==> src/hw/ooo_pkg.sv <==
package ooo_pkg;

	//////////////////////////////////////////////////
	// sizes
	//////////////////////////////////////////////////

	localparam int xlen = 32;
	localparam int num_arch_regs = 32;
	localparam int rob_depth = 8;
	localparam int rs_depth = 4;

	// rv32i major opcodes that execute
	localparam logic [6:0] opcode_op = 7'b0110011;
	localparam logic [6:0] opcode_op_imm = 7'b0010011;

	typedef logic [4:0] reg_idx_t;
	typedef logic [$clog2(rob_depth)-1:0] rob_tag_t;

	// one fetched word, seen as r-type or i-type
	typedef union packed {
		struct packed {
			logic [6:0] funct7;
			reg_idx_t   rs2;
			reg_idx_t   rs1;
			logic [2:0] funct3;
			reg_idx_t   rd;
			logic [6:0] opcode;
		} r;
		struct packed {
			logic [11:0] imm;
			reg_idx_t    rs1;
			logic [2:0]  funct3;
			reg_idx_t    rd;
			logic [6:0]  opcode;
		} i;
	} inst_t;

	typedef enum logic [3:0] {
		alu_add, alu_sub, alu_sll, alu_slt, alu_sltu,
		alu_xor, alu_srl, alu_sra, alu_or, alu_and
	} alu_op_t;

	//////////////////////////////////////////////////
	// pipeline structs
	//////////////////////////////////////////////////

	// known value, or waiting on a rob tag
	typedef struct packed {
		logic             ready;
		rob_tag_t         tag;
		logic [xlen-1:0]  value;
	} operand_t;

	typedef struct packed {
		logic     valid;
		alu_op_t  alu_op;
		operand_t src1;
		operand_t src2;
		rob_tag_t dest;
	} issue_packet_t;

	typedef struct packed {
		logic            valid;
		rob_tag_t        tag;
		logic [xlen-1:0] value;
	} cdb_t;

	typedef struct packed {
		logic            valid;
		logic            wr_en;
		reg_idx_t        rd;
		logic [xlen-1:0] data;
		logic [xlen-1:0] pc;
	} commit_t;

	typedef struct packed {
		logic            valid;
		logic [xlen-1:0] pc;
		inst_t           inst;
	} fetch_t;

endpackage

==> src/hw/alu_unit.sv <==
`timescale 1ns/1ps

module alu_unit (
	input  logic                    clock,
	input  logic                    reset,
	input  ooo_pkg::issue_packet_t  exec,
	output ooo_pkg::cdb_t           cdb
);
	import ooo_pkg::*;

	logic [xlen-1:0] op_a;
	logic [xlen-1:0] op_b;
	logic [xlen-1:0] result;
	logic [4:0] shamt;

	assign op_a = exec.src1.value;
	assign op_b = exec.src2.value;
	// shifts only look at the low five bits
	assign shamt = op_b[4:0];

	always_comb begin
		case (exec.alu_op)
			alu_add:  result = op_a + op_b;
			alu_sub:  result = op_a - op_b;
			alu_sll:  result = op_a << shamt;
			alu_slt:  result = {{(xlen-1){1'b0}}, $signed(op_a) < $signed(op_b)};
			alu_sltu: result = {{(xlen-1){1'b0}}, op_a < op_b};
			alu_xor:  result = op_a ^ op_b;
			alu_srl:  result = op_a >> shamt;
			alu_sra:  result = $unsigned($signed(op_a) >>> shamt);
			alu_or:   result = op_a | op_b;
			alu_and:  result = op_a & op_b;
			default:  result = '0;
		endcase
	end

	// one-stage pipe, result register is the cdb
	always_ff @(posedge clock) begin
		if (reset)
			cdb.valid <= 1'b0;
		else
			cdb.valid <= exec.valid;
		cdb.tag <= exec.dest;
		cdb.value <= result;
	end

endmodule

==> src/hw/fetch_unit.sv <==
`timescale 1ns/1ps

module fetch_unit (
	input  logic                      clock,
	input  logic                      reset,
	output logic                      wb_cyc,
	output logic                      wb_stb,
	output logic                      wb_we,
	output logic [ooo_pkg::xlen-1:0]  wb_adr,
	input  logic [ooo_pkg::xlen-1:0]  wb_dat_i,
	input  logic                      wb_ack,
	input  logic                      fetch_take,
	output ooo_pkg::fetch_t           fetch
);
	import ooo_pkg::*;

	logic [xlen-1:0] pc;

	// read-only master, stb follows cyc
	assign wb_stb = wb_cyc;
	assign wb_we = 1'b0;
	// pc only moves on ack, so the address holds for the whole request
	assign wb_adr = pc;

	always_ff @(posedge clock) begin
		if (reset) begin
			wb_cyc <= 1'b0;
			pc <= '0;
			fetch.valid <= 1'b0;
		end else begin
			if (fetch_take)
				fetch.valid <= 1'b0;
			if (wb_cyc && wb_ack) begin
				// word lands in the buffer, bus drops for one cycle at least
				wb_cyc <= 1'b0;
				fetch.valid <= 1'b1;
				fetch.pc <= pc;
				fetch.inst <= wb_dat_i;
				pc <= pc + xlen'(4);
			end else if (!wb_cyc && (!fetch.valid || fetch_take)) begin
				// next request only once the buffer frees up
				wb_cyc <= 1'b1;
			end
		end
	end

	// request held with a steady address until acked
	assert property (@(posedge clock) disable iff (reset)
		wb_stb && !wb_ack |=> wb_cyc && wb_stb && $stable(wb_adr));

	// one idle cycle after every ack
	assert property (@(posedge clock) disable iff (reset)
		wb_stb && wb_ack |=> !wb_cyc && !wb_stb);

endmodule

==> src/hw/issue_stage.sv <==
`timescale 1ns/1ps

module issue_stage (
	input  logic                      clock,
	input  logic                      reset,
	input  ooo_pkg::fetch_t           fetch,
	output logic                      fetch_take,
	input  logic                      rob_full,
	input  logic                      rs_full,
	input  ooo_pkg::rob_tag_t         alloc_tag,
	input  ooo_pkg::operand_t         map_rs1,
	input  ooo_pkg::operand_t         map_rs2,
	output ooo_pkg::reg_idx_t         lookup_rs1,
	output ooo_pkg::reg_idx_t         lookup_rs2,
	input  ooo_pkg::operand_t         read_op1,
	input  ooo_pkg::operand_t         read_op2,
	output logic                      alloc_en,
	output ooo_pkg::reg_idx_t         alloc_rd,
	output logic                      alloc_wr_en,
	output logic                      alloc_done,
	output logic [ooo_pkg::xlen-1:0]  alloc_pc,
	output logic                      rename_en,
	output ooo_pkg::reg_idx_t         rename_rd,
	output ooo_pkg::rob_tag_t         rename_tag,
	output ooo_pkg::issue_packet_t    issue,
	input  ooo_pkg::commit_t          commit
);
	import ooo_pkg::*;

	inst_t word;
	logic is_op;
	logic is_op_imm;
	logic is_alu;
	logic can_issue;
	alu_op_t alu_op;
	logic [xlen-1:0] imm_value;
	logic [xlen-1:0] regs [num_arch_regs];

	// rf, then ready rob value, else wait on the tag
	function automatic operand_t resolve(operand_t map_op, operand_t rob_op,
			logic [xlen-1:0] rf_value);
		operand_t res;
		if (map_op.ready)
			res = '{ready: 1'b1, tag: '0, value: rf_value};
		else if (rob_op.ready)
			res = '{ready: 1'b1, tag: '0, value: rob_op.value};
		else
			res = '{ready: 1'b0, tag: map_op.tag, value: '0};
		return res;
	endfunction

	//////////////////////////////////////////////////
	// decode
	//////////////////////////////////////////////////

	assign word = fetch.inst;
	assign is_op = (word.r.opcode == opcode_op);
	assign is_op_imm = (word.i.opcode == opcode_op_imm);
	assign is_alu = is_op || is_op_imm;
	assign imm_value = {{(xlen-12){word.i.imm[11]}}, word.i.imm};

	always_comb begin
		case (word.r.funct3)
			3'b000: alu_op = (is_op && word.r.funct7[5]) ? alu_sub : alu_add;
			3'b001: alu_op = alu_sll;
			3'b010: alu_op = alu_slt;
			3'b011: alu_op = alu_sltu;
			3'b100: alu_op = alu_xor;
			// sra and srai share bit 30 as the arithmetic flag
			3'b101: alu_op = word.r.funct7[5] ? alu_sra : alu_srl;
			3'b110: alu_op = alu_or;
			default: alu_op = alu_and;
		endcase
	end

	//////////////////////////////////////////////////
	// issue and rob allocation
	//////////////////////////////////////////////////

	// station space only matters for alu words
	assign can_issue = fetch.valid && !rob_full && (!is_alu || !rs_full);
	assign fetch_take = can_issue;

	assign lookup_rs1 = word.r.rs1;
	assign lookup_rs2 = word.r.rs2;

	assign alloc_en = can_issue;
	assign alloc_rd = word.r.rd;
	// x0 and other opcodes never write
	assign alloc_wr_en = is_alu && (word.r.rd != '0);
	assign alloc_done = !is_alu;
	assign alloc_pc = fetch.pc;

	assign rename_en = can_issue && alloc_wr_en;
	assign rename_rd = word.r.rd;
	assign rename_tag = alloc_tag;

	always_comb begin
		issue.valid = can_issue && is_alu;
		issue.alu_op = alu_op;
		issue.src1 = resolve(map_rs1, read_op1, regs[word.r.rs1]);
		issue.src2 = is_op_imm ? '{ready: 1'b1, tag: '0, value: imm_value}
			: resolve(map_rs2, read_op2, regs[word.r.rs2]);
		issue.dest = alloc_tag;
	end

	// architectural registers, written at commit
	always_ff @(posedge clock) begin
		if (reset) begin
			for (int i = 0; i < num_arch_regs; i++)
				regs[i] <= '0;
		end else if (commit.valid && commit.wr_en && commit.rd != '0) begin
			regs[commit.rd] <= commit.data;
		end
	end

endmodule

==> src/hw/ooo_core.sv <==
`timescale 1ns/1ps

module ooo_core (
	input  logic                      clock,
	input  logic                      reset,
	output logic                      wb_cyc,
	output logic                      wb_stb,
	output logic                      wb_we,
	output logic [ooo_pkg::xlen-1:0]  wb_adr,
	input  logic [ooo_pkg::xlen-1:0]  wb_dat_i,
	input  logic                      wb_ack,
	output ooo_pkg::commit_t          commit
);
	import ooo_pkg::*;

	//////////////////////////////////////////////////
	// interconnect
	//////////////////////////////////////////////////

	fetch_t fetch;
	logic fetch_take;
	// rename lookups and rob read-out
	reg_idx_t lookup_rs1;
	reg_idx_t lookup_rs2;
	operand_t map_rs1;
	operand_t map_rs2;
	operand_t read_op1;
	operand_t read_op2;
	// rob allocation
	logic alloc_en;
	reg_idx_t alloc_rd;
	logic alloc_wr_en;
	logic alloc_done;
	logic [xlen-1:0] alloc_pc;
	rob_tag_t alloc_tag;
	logic rob_full;
	logic rs_full;
	logic rename_en;
	reg_idx_t rename_rd;
	rob_tag_t rename_tag;
	// execute path
	issue_packet_t issue;
	issue_packet_t exec;
	cdb_t cdb;

	fetch_unit u_fetch_unit (
		.clock(clock), .reset(reset),
		.wb_cyc(wb_cyc), .wb_stb(wb_stb), .wb_we(wb_we), .wb_adr(wb_adr),
		.wb_dat_i(wb_dat_i), .wb_ack(wb_ack),
		.fetch_take(fetch_take), .fetch(fetch)
	);

	issue_stage u_issue_stage (
		.clock(clock), .reset(reset),
		.fetch(fetch), .fetch_take(fetch_take),
		.rob_full(rob_full), .rs_full(rs_full), .alloc_tag(alloc_tag),
		.map_rs1(map_rs1), .map_rs2(map_rs2),
		.lookup_rs1(lookup_rs1), .lookup_rs2(lookup_rs2),
		.read_op1(read_op1), .read_op2(read_op2),
		.alloc_en(alloc_en), .alloc_rd(alloc_rd), .alloc_wr_en(alloc_wr_en),
		.alloc_done(alloc_done), .alloc_pc(alloc_pc),
		.rename_en(rename_en), .rename_rd(rename_rd), .rename_tag(rename_tag),
		.issue(issue), .commit(commit)
	);

	rename_map u_rename_map (
		.clock(clock), .reset(reset),
		.lookup_rs1(lookup_rs1), .lookup_rs2(lookup_rs2),
		.map_rs1(map_rs1), .map_rs2(map_rs2),
		.rename_en(rename_en), .rename_rd(rename_rd), .rename_tag(rename_tag),
		.commit(commit)
	);

	// rob reads the slots the map points at
	reorder_buffer u_reorder_buffer (
		.clock(clock), .reset(reset),
		.alloc_en(alloc_en), .alloc_rd(alloc_rd), .alloc_wr_en(alloc_wr_en),
		.alloc_done(alloc_done), .alloc_pc(alloc_pc),
		.alloc_tag(alloc_tag), .rob_full(rob_full),
		.read_tag1(map_rs1.tag), .read_tag2(map_rs2.tag),
		.read_op1(read_op1), .read_op2(read_op2),
		.cdb(cdb), .commit(commit)
	);

	reservation_station u_reservation_station (
		.clock(clock), .reset(reset),
		.issue(issue), .cdb(cdb), .rs_full(rs_full), .exec(exec)
	);

	alu_unit u_alu_unit (
		.clock(clock), .reset(reset),
		.exec(exec), .cdb(cdb)
	);

endmodule

==> src/hw/rename_map.sv <==
`timescale 1ns/1ps

module rename_map (
	input  logic                clock,
	input  logic                reset,
	input  ooo_pkg::reg_idx_t   lookup_rs1,
	input  ooo_pkg::reg_idx_t   lookup_rs2,
	output ooo_pkg::operand_t   map_rs1,
	output ooo_pkg::operand_t   map_rs2,
	input  logic                rename_en,
	input  ooo_pkg::reg_idx_t   rename_rd,
	input  ooo_pkg::rob_tag_t   rename_tag,
	input  ooo_pkg::commit_t    commit
);
	import ooo_pkg::*;

	logic [num_arch_regs-1:0] map_valid;
	rob_tag_t map_tag [num_arch_regs];
	// tag of the retiring entry, tracks the rob head
	rob_tag_t commit_tag;

	// ready here means not renamed, read the register file
	assign map_rs1 = '{
		ready: (lookup_rs1 == '0) || !map_valid[lookup_rs1],
		tag:   map_tag[lookup_rs1],
		value: '0
	};
	assign map_rs2 = '{
		ready: (lookup_rs2 == '0) || !map_valid[lookup_rs2],
		tag:   map_tag[lookup_rs2],
		value: '0
	};

	always_ff @(posedge clock) begin
		if (reset) begin
			map_valid <= '0;
			commit_tag <= '0;
		end else begin
			// head starts at slot 0 and moves one per commit
			if (commit.valid)
				commit_tag <= commit_tag + rob_tag_t'(1);
			// drop the mapping once its producer retires
			if (commit.valid && map_valid[commit.rd] && map_tag[commit.rd] == commit_tag)
				map_valid[commit.rd] <= 1'b0;
			// a new rename of the same register wins
			if (rename_en) begin
				map_valid[rename_rd] <= 1'b1;
				map_tag[rename_rd] <= rename_tag;
			end
		end
	end

endmodule

==> src/hw/reorder_buffer.sv <==
`timescale 1ns/1ps

module reorder_buffer (
	input  logic                      clock,
	input  logic                      reset,
	input  logic                      alloc_en,
	input  ooo_pkg::reg_idx_t         alloc_rd,
	input  logic                      alloc_wr_en,
	input  logic                      alloc_done,
	input  logic [ooo_pkg::xlen-1:0]  alloc_pc,
	output ooo_pkg::rob_tag_t         alloc_tag,
	output logic                      rob_full,
	input  ooo_pkg::rob_tag_t         read_tag1,
	input  ooo_pkg::rob_tag_t         read_tag2,
	output ooo_pkg::operand_t         read_op1,
	output ooo_pkg::operand_t         read_op2,
	input  ooo_pkg::cdb_t             cdb,
	output ooo_pkg::commit_t          commit
);
	import ooo_pkg::*;

	rob_tag_t head;
	rob_tag_t tail;
	rob_tag_t cdb_offset;
	logic [$clog2(rob_depth):0] count;
	logic retire;

	// per-slot flags
	logic [rob_depth-1:0] done;
	logic [rob_depth-1:0] wr_en;
	// per-slot payload
	reg_idx_t rd [rob_depth];
	logic [xlen-1:0] data [rob_depth];
	logic [xlen-1:0] pc [rob_depth];

	assign rob_full = (count == rob_depth);
	assign alloc_tag = tail;

	//////////////////////////////////////////////////
	// operand read-out for issue
	//////////////////////////////////////////////////

	assign read_op1 = '{ready: done[read_tag1], tag: read_tag1, value: data[read_tag1]};
	assign read_op2 = '{ready: done[read_tag2], tag: read_tag2, value: data[read_tag2]};

	//////////////////////////////////////////////////
	// in-order commit from head
	//////////////////////////////////////////////////

	assign retire = (count != '0) && done[head];
	assign commit = '{
		valid: retire,
		wr_en: wr_en[head],
		rd:    rd[head],
		data:  data[head],
		pc:    pc[head]
	};

	always_ff @(posedge clock) begin
		if (reset) begin
			head <= '0;
			tail <= '0;
			count <= '0;
			done <= '0;
			wr_en <= '0;
		end else begin
			if (alloc_en) begin
				tail <= tail + rob_tag_t'(1);
				// non-alu words arrive already done
				done[tail] <= alloc_done;
				wr_en[tail] <= alloc_wr_en;
			end
			if (cdb.valid)
				done[cdb.tag] <= 1'b1;
			if (retire)
				head <= head + rob_tag_t'(1);
			count <= count + $bits(count)'(alloc_en) - $bits(count)'(retire);
		end
	end

	// payload, no reset
	always_ff @(posedge clock) begin
		if (alloc_en) begin
			rd[tail] <= alloc_rd;
			pc[tail] <= alloc_pc;
			data[tail] <= '0;
		end
		if (cdb.valid)
			data[cdb.tag] <= cdb.value;
	end

	// issue must stall on full
	assert property (@(posedge clock) disable iff (reset) alloc_en |-> !rob_full);

	// cdb tag must point into the occupied window
	assign cdb_offset = cdb.tag - head;
	assert property (@(posedge clock) disable iff (reset)
		cdb.valid |-> ({1'b0, cdb_offset} < count));

endmodule

==> src/hw/reservation_station.sv <==
`timescale 1ns/1ps

module reservation_station (
	input  logic                    clock,
	input  logic                    reset,
	input  ooo_pkg::issue_packet_t  issue,
	input  ooo_pkg::cdb_t           cdb,
	output logic                    rs_full,
	output ooo_pkg::issue_packet_t  exec
);
	import ooo_pkg::*;

	issue_packet_t slot [rs_depth];
	issue_packet_t incoming;
	logic [rs_depth-1:0] busy;
	logic [$clog2(rs_depth)-1:0] free_idx;
	logic [$clog2(rs_depth)-1:0] sel_idx;
	logic free_found;
	logic sel_found;

	// capture a broadcast result for a waiting operand
	function automatic operand_t wake(operand_t op, cdb_t bus);
		operand_t res;
		res = op;
		if (!op.ready && bus.valid && bus.tag == op.tag) begin
			res.ready = 1'b1;
			res.value = bus.value;
		end
		return res;
	endfunction

	//////////////////////////////////////////////////
	// free slot and dispatch select
	//////////////////////////////////////////////////

	always_comb begin
		free_found = 1'b0;
		free_idx = '0;
		sel_found = 1'b0;
		sel_idx = '0;
		for (int i = 0; i < rs_depth; i++) begin
			busy[i] = slot[i].valid;
			if (!free_found && !slot[i].valid) begin
				free_found = 1'b1;
				free_idx = $bits(free_idx)'(i);
			end
			// lowest index with both operands in hand
			if (!sel_found && slot[i].valid && slot[i].src1.ready && slot[i].src2.ready) begin
				sel_found = 1'b1;
				sel_idx = $bits(sel_idx)'(i);
			end
		end
	end

	assign rs_full = &busy;

	always_comb begin
		exec = slot[sel_idx];
		exec.valid = sel_found;
	end

	// wakeup also covers the cycle the entry is written
	always_comb begin
		incoming = issue;
		incoming.src1 = wake(issue.src1, cdb);
		incoming.src2 = wake(issue.src2, cdb);
	end

	always_ff @(posedge clock) begin
		if (reset) begin
			for (int i = 0; i < rs_depth; i++)
				slot[i].valid <= 1'b0;
		end else begin
			for (int i = 0; i < rs_depth; i++) begin
				if (slot[i].valid) begin
					slot[i].src1 <= wake(slot[i].src1, cdb);
					slot[i].src2 <= wake(slot[i].src2, cdb);
				end
			end
			// dispatched entry frees at the edge
			if (sel_found)
				slot[sel_idx].valid <= 1'b0;
			if (issue.valid)
				slot[free_idx] <= incoming;
		end
	end

	// issue holds off while every slot is busy
	assert property (@(posedge clock) disable iff (reset) issue.valid |-> !rs_full);

endmodule

==> config.mk <==
export PLATFORM = sky130hd
export DESIGN_NAME = ooo_core
export DESIGN_NICKNAME = d
export VERILOG_FILES = /design/src/hw/ooo_pkg.sv /design/src/hw/alu_unit.sv /design/src/hw/fetch_unit.sv /design/src/hw/issue_stage.sv /design/src/hw/ooo_core.sv /design/src/hw/rename_map.sv /design/src/hw/reorder_buffer.sv /design/src/hw/reservation_station.sv
export SDC_FILE = /design/constraint.sdc
export NUM_CORES = 2
export LEC_CHECK = 0
export BUFFER_PORTS_ARGS = -buffer_cell sky130_fd_sc_hd__clkbuf_2
export CORE_MARGIN = 8
export CORE_UTILIZATION = 47
export DETAILED_ROUTE_END_ITERATION = 8
export GPL_TIMING_DRIVEN = 0
export SYNTH_ARGS = -nofsm -noshare
export SYNTH_HDL_FRONTEND = slang
export SYNTH_SLANG_ARGS = --single-unit
==> constraint.sdc <==
create_clock -name clock -period 7.4 [get_ports clock]
set_clock_uncertainty 0.1 [all_clocks]
set_input_delay 0.37 -clock clock [delete_from_list [all_inputs] [get_ports clock]]
set_output_delay 0.37 -clock clock [all_outputs]
set_load 0.05 [all_outputs]
==> impl_metrics.yaml <==
status:
  status: "complete, but fails checks"
  violations: "capacitance limit, slew limit"
route:
  avgRoutedWirePerCell_um: 34.92
  drc: 0
  first_iter_violations: 11440
  routed_wl_mm: 454.2
  avgViaCountPerCell: 6.546
  drt-pass1-iter-count: 7
  drt.antenna.violating_nets: 0
  vias: 85140
worst_setup_path:
  cp-endpoint: "u_alu_unit.cdb[27]"
  cp_cell_sequence: "and3_1 -> buf_2 -> nor4_4 -> a222oi_1 -> and2_1 -> clkbuf_1 -> inv_1 -> clkbuf_1 -> clkbuf_1 -> ha_1 -> nand2b_1 -> a21oi_1 -> o21bai_1 -> o2111ai_1 -> a22oi_1 -> a21oi_1 -> o21ai_1 -> mux2i_1 -> xor2_1 -> o211ai_1"
  crit_family: "compound AO/OA/AOI/OAI gates"
  cp_num_cells: 20
  crit_slowest_cell: "nor4_4"
  critPathBufInv: 5
  cp-end-kind: "flop"
  max_stage_delay_ps: 660
  setup.worst_path.start_class: "flop"
  reg2regPathDepth: 20
  cpMostUsedCell: "clkbuf_1"
  crit_start: "u_reservation_station.slot[0][38]"
  rrSetupSlack_ps: 100
  path_class: "reg -> reg"
  critPathMaxFanout: 10
  reg2reg_to: "u_alu_unit.cdb[27]"
  r2r_start: "u_reservation_station.slot[0][38]"
  cp.arrival_ps: 7890
  required_ps: 7990
synthesis:
  postSynth.topFlopCell: "edfxtp_1"
  yosys.area_share.adder: 0.01188
  synth-edff-count: 2034
  async_reset_ff_frac: 0
  synth-seq-cells: 2180
  synth_top_family_by_area: "multiplexers"
  syn_avg_cell_area_um2: 13.20
  syn-cell-area_um2: 117700
  synth.distinct_cells: 108
  synthCells: 8916
  synth-xor-area-share: 0.005792
  synthSimpleGateAreaFrac: 0.1048
  synthMuxAreaShare: 0.2236
  synth.yosys.seq_area_share: 0.5436
  yosys_warnings: 0
  synth_compound_gate_area_share: 0.07627
die:
  fp-row-count: 183
  core_area_um2: 248900
  die_w_um: 516.5
  ios: 141
  start_util: 0.4730
  die_y_um: 516.5
  dieArea_um2: 266800
place:
  place_area_um2: 124400
  port_buffers: 135
  dpl.hpwl_mm: 351.5
  place_congestion: 1.015
clock_network:
  cts-root-buf: "clkbuf_16"
  cts_made_buffers: 229
  cts.sinks: 2180
  htree_levels: 4
  cts_setup_buffers: 0
  cts.clk_slew.worst_paths_ps: 70
  clk_latency_ps: 930
  clockBufferDepth: 3
  cts_tree: "built"
timing:
  rsz0062_at_grt: "yes"
  period_share: 0.9865
  worstMarginPinSlew_ps: 1560
  final.min_clock_period_ps: 7300
  relSlewSlack: -0.04774
  hold_viol: 0
  fmax_ghz: 0.1370
  tns_ps: 0
  setup_viol: 0
  maxSlewViolCount: 20
grt:
  grt_usage: 0.3317
  antenna_found_initial: 31
  overflow: 0
  grt_pass1_vias: 84220
  grt_pass1_wl_mm: 631.8
  grt_max_degree: 46
final_layout:
  syn2layout_area_growth_pct: 12.84
  final_layout_size_suffix_gt1_frac: 0.1975
  finalInstanceArea_um2: 132900
  nNetsFinal: 9604
  fillCellCount: 21050
power_and_ir_drop:
  power.total_mw: 29.87
  ir_drop_mv: 0.2229
  power_density_nw_per_um2: 224.8
  p_leak_nw: 46.99
hold_path:
  hp-class: "in -> reg"
flow_run:
  cap_viol_max_count: 5
[state kept, by name, summed over array words and instances, names as in the netlist, 8 cells and up, named ones only]
name / flops
u_rename_map.map_valid: 32
u_reorder_buffer.wr_en: 8
u_reorder_buffer.data: 256
u_fetch_unit.wb_adr: 30
u_reorder_buffer.rd: 40
u_reorder_buffer.done: 8
u_issue_stage.regs: 1024
u_rename_map.map_tag: 96
u_alu_unit.cdb: 36
u_reservation_station.slot: 320
u_reorder_buffer.pc: 240
u_fetch_unit.fetch: 63
[cell type report]
type                    instances  area [um2]  share of cell area
plain buffers                 780        3376             0.02541
inverters                     171       641.9            0.004831
multi-input cells            5821       50230              0.3781
clock inverters               163        1998             0.01504
well taps                    3330        4167             0.03136
repair buffers                276        2405             0.01810
diodes                         12       30.03           0.0002260
flip-flops and latches       2180       64010              0.4818
clock buffers                 274        6000             0.04516
[worst min path at each step]
stage | endpoint | startpoint | cells past startpoint | slack (ps)
after floorplan | u_alu_unit.cdb[32] | u_reservation_station.slot[0][0] | 2 | 320
after global placement | u_alu_unit.cdb[34] | u_reservation_station.slot[0][2] | 2 | 330
after detailed placement | u_alu_unit.cdb[32] | u_reservation_station.slot[0][0] | 2 | 340
after CTS | u_fetch_unit.fetch[7] | wb_dat_i[7] | 2 | 2
after global routing | u_fetch_unit.fetch[11] | wb_dat_i[11] | 2 | 40
final | u_fetch_unit.fetch[1] | wb_dat_i[1] | 2 | 60
[synthesized netlist by cell type, types with 24 or more instances]
library cell  number  share of area
edfxtp_1        2034           0.52
nor2_1          1392          0.044
mux4_2           831           0.16
nand2_1          694          0.022
clkbuf_1         527          0.017
mux2i_1          447          0.038
and2_1           274          0.015
o21ai_0          216         0.0092
a21oi_1          167         0.0071
inv_1            159         0.0051
mux2_2           155          0.015
dfxtp_1          146          0.025
o2bb2ai_1        130         0.0097
buf_1            124         0.0040
mux2_1           116          0.011
nand3_1          110         0.0047
ha_1             107          0.011
a22oi_1           93         0.0059
nor3_1            93         0.0040
o211ai_1          90         0.0057
o22ai_1           76         0.0040
buf_2             69         0.0029
a31oi_1           66         0.0035
xor2_1            57         0.0042
a211oi_1          46         0.0029
nand4_1           43         0.0023
nor2b_1           42         0.0022
o21a_1            36         0.0023
buf_4             33         0.0021
or3_1             32         0.0017
o31ai_4           30         0.0054
o31ai_1           29         0.0018
buf_6             28         0.0027
o221ai_1          26         0.0019
nand2b_1          24         0.0013
[worst register-to-register path, stage by stage, from the launching register on]
cell and delay, ps:
edfxtp_1 490, and3_1 230, buf_2 190, nor4_4 660
a222oi_1 220, and2_1 280, clkbuf_1 300, inv_1 210
clkbuf_1 630, clkbuf_1 660, ha_1 410, nand2b_1 140
a21oi_1 70, o21bai_1 180, o2111ai_1 230, a22oi_1 540
a21oi_1 300, o21ai_1 520, mux2i_1 170, xor2_1 190
o211ai_1 400
[cell usage in the layout (no fill, tap or decap), types with 155 or more instances in the layout]
master	count
a21oi_1	166
inv_1	159
nor2_1	1391
nand2_1	663
clkbuf_16	229
mux4_2	831
and2_1	274
edfxtp_1	2034
mux2i_1	445
mux2_2	155
clkbuf_1	553
o21ai_0	215
[per-stage QoR]
stage          utilization  setup slack (ps)  std cells  hold WS, ps
6_report            0.5338             100.2      13010        57.77
5_1_grt             0.5337            -138.2      13000        36.30
4_1_cts             0.5336             21.66      13000        2.143
3_5_place_dp        0.5000            -695.8      12530        335.2
3_3_place_gp        0.4931             -5208      12420        325.6
2_1_floorplan            -             909.0       8955        315.6
[kinds of logic (layout without fill, tap and decap cells)]
logic type,count (synthesis),after routing
AO/OA/AOI/OAI,1221,1221
multiplexers,1554,1554
AND/OR/NAND/NOR,2819,2819
buffers and inverters,954,1664
XOR/XNOR,77,77
flip-flops,2180,2180
adder cells (fa/ha/maj),110,110
other,1,52
[report_power, final]
part	switching (mW)	leakage, nW	internal (mW)	total [mW]
clock	5.27	3.88	6.99	12.3
sequential	0.161	20.8	13.7	13.8
combinational	2.56	22.3	1.23	3.79
[what timing repair did]
item	4_1_cts	5_1_grt
setup endpoints to repair	13	7
hold buffers	34	0
cloned	0	0
gates resized for setup	7	8
hold endpoints to repair	46	0
[per-layer routing]
| layer | GRT usage | vias up | share of wire |
|---|---|---|---|
| met2 | 0.5422 | 5140 | 0.47 |
| li1 | - | 35270 | - |
| met1 | 0.4214 | 43570 | 0.37 |
| met3 | 0.07435 | 1135 | 0.10 |
| met5 | 0 | - | 0.00035 |
| met4 | 0.1591 | 24 | 0.059 |
Note: power is estimated with default switching activity, not from simulation.
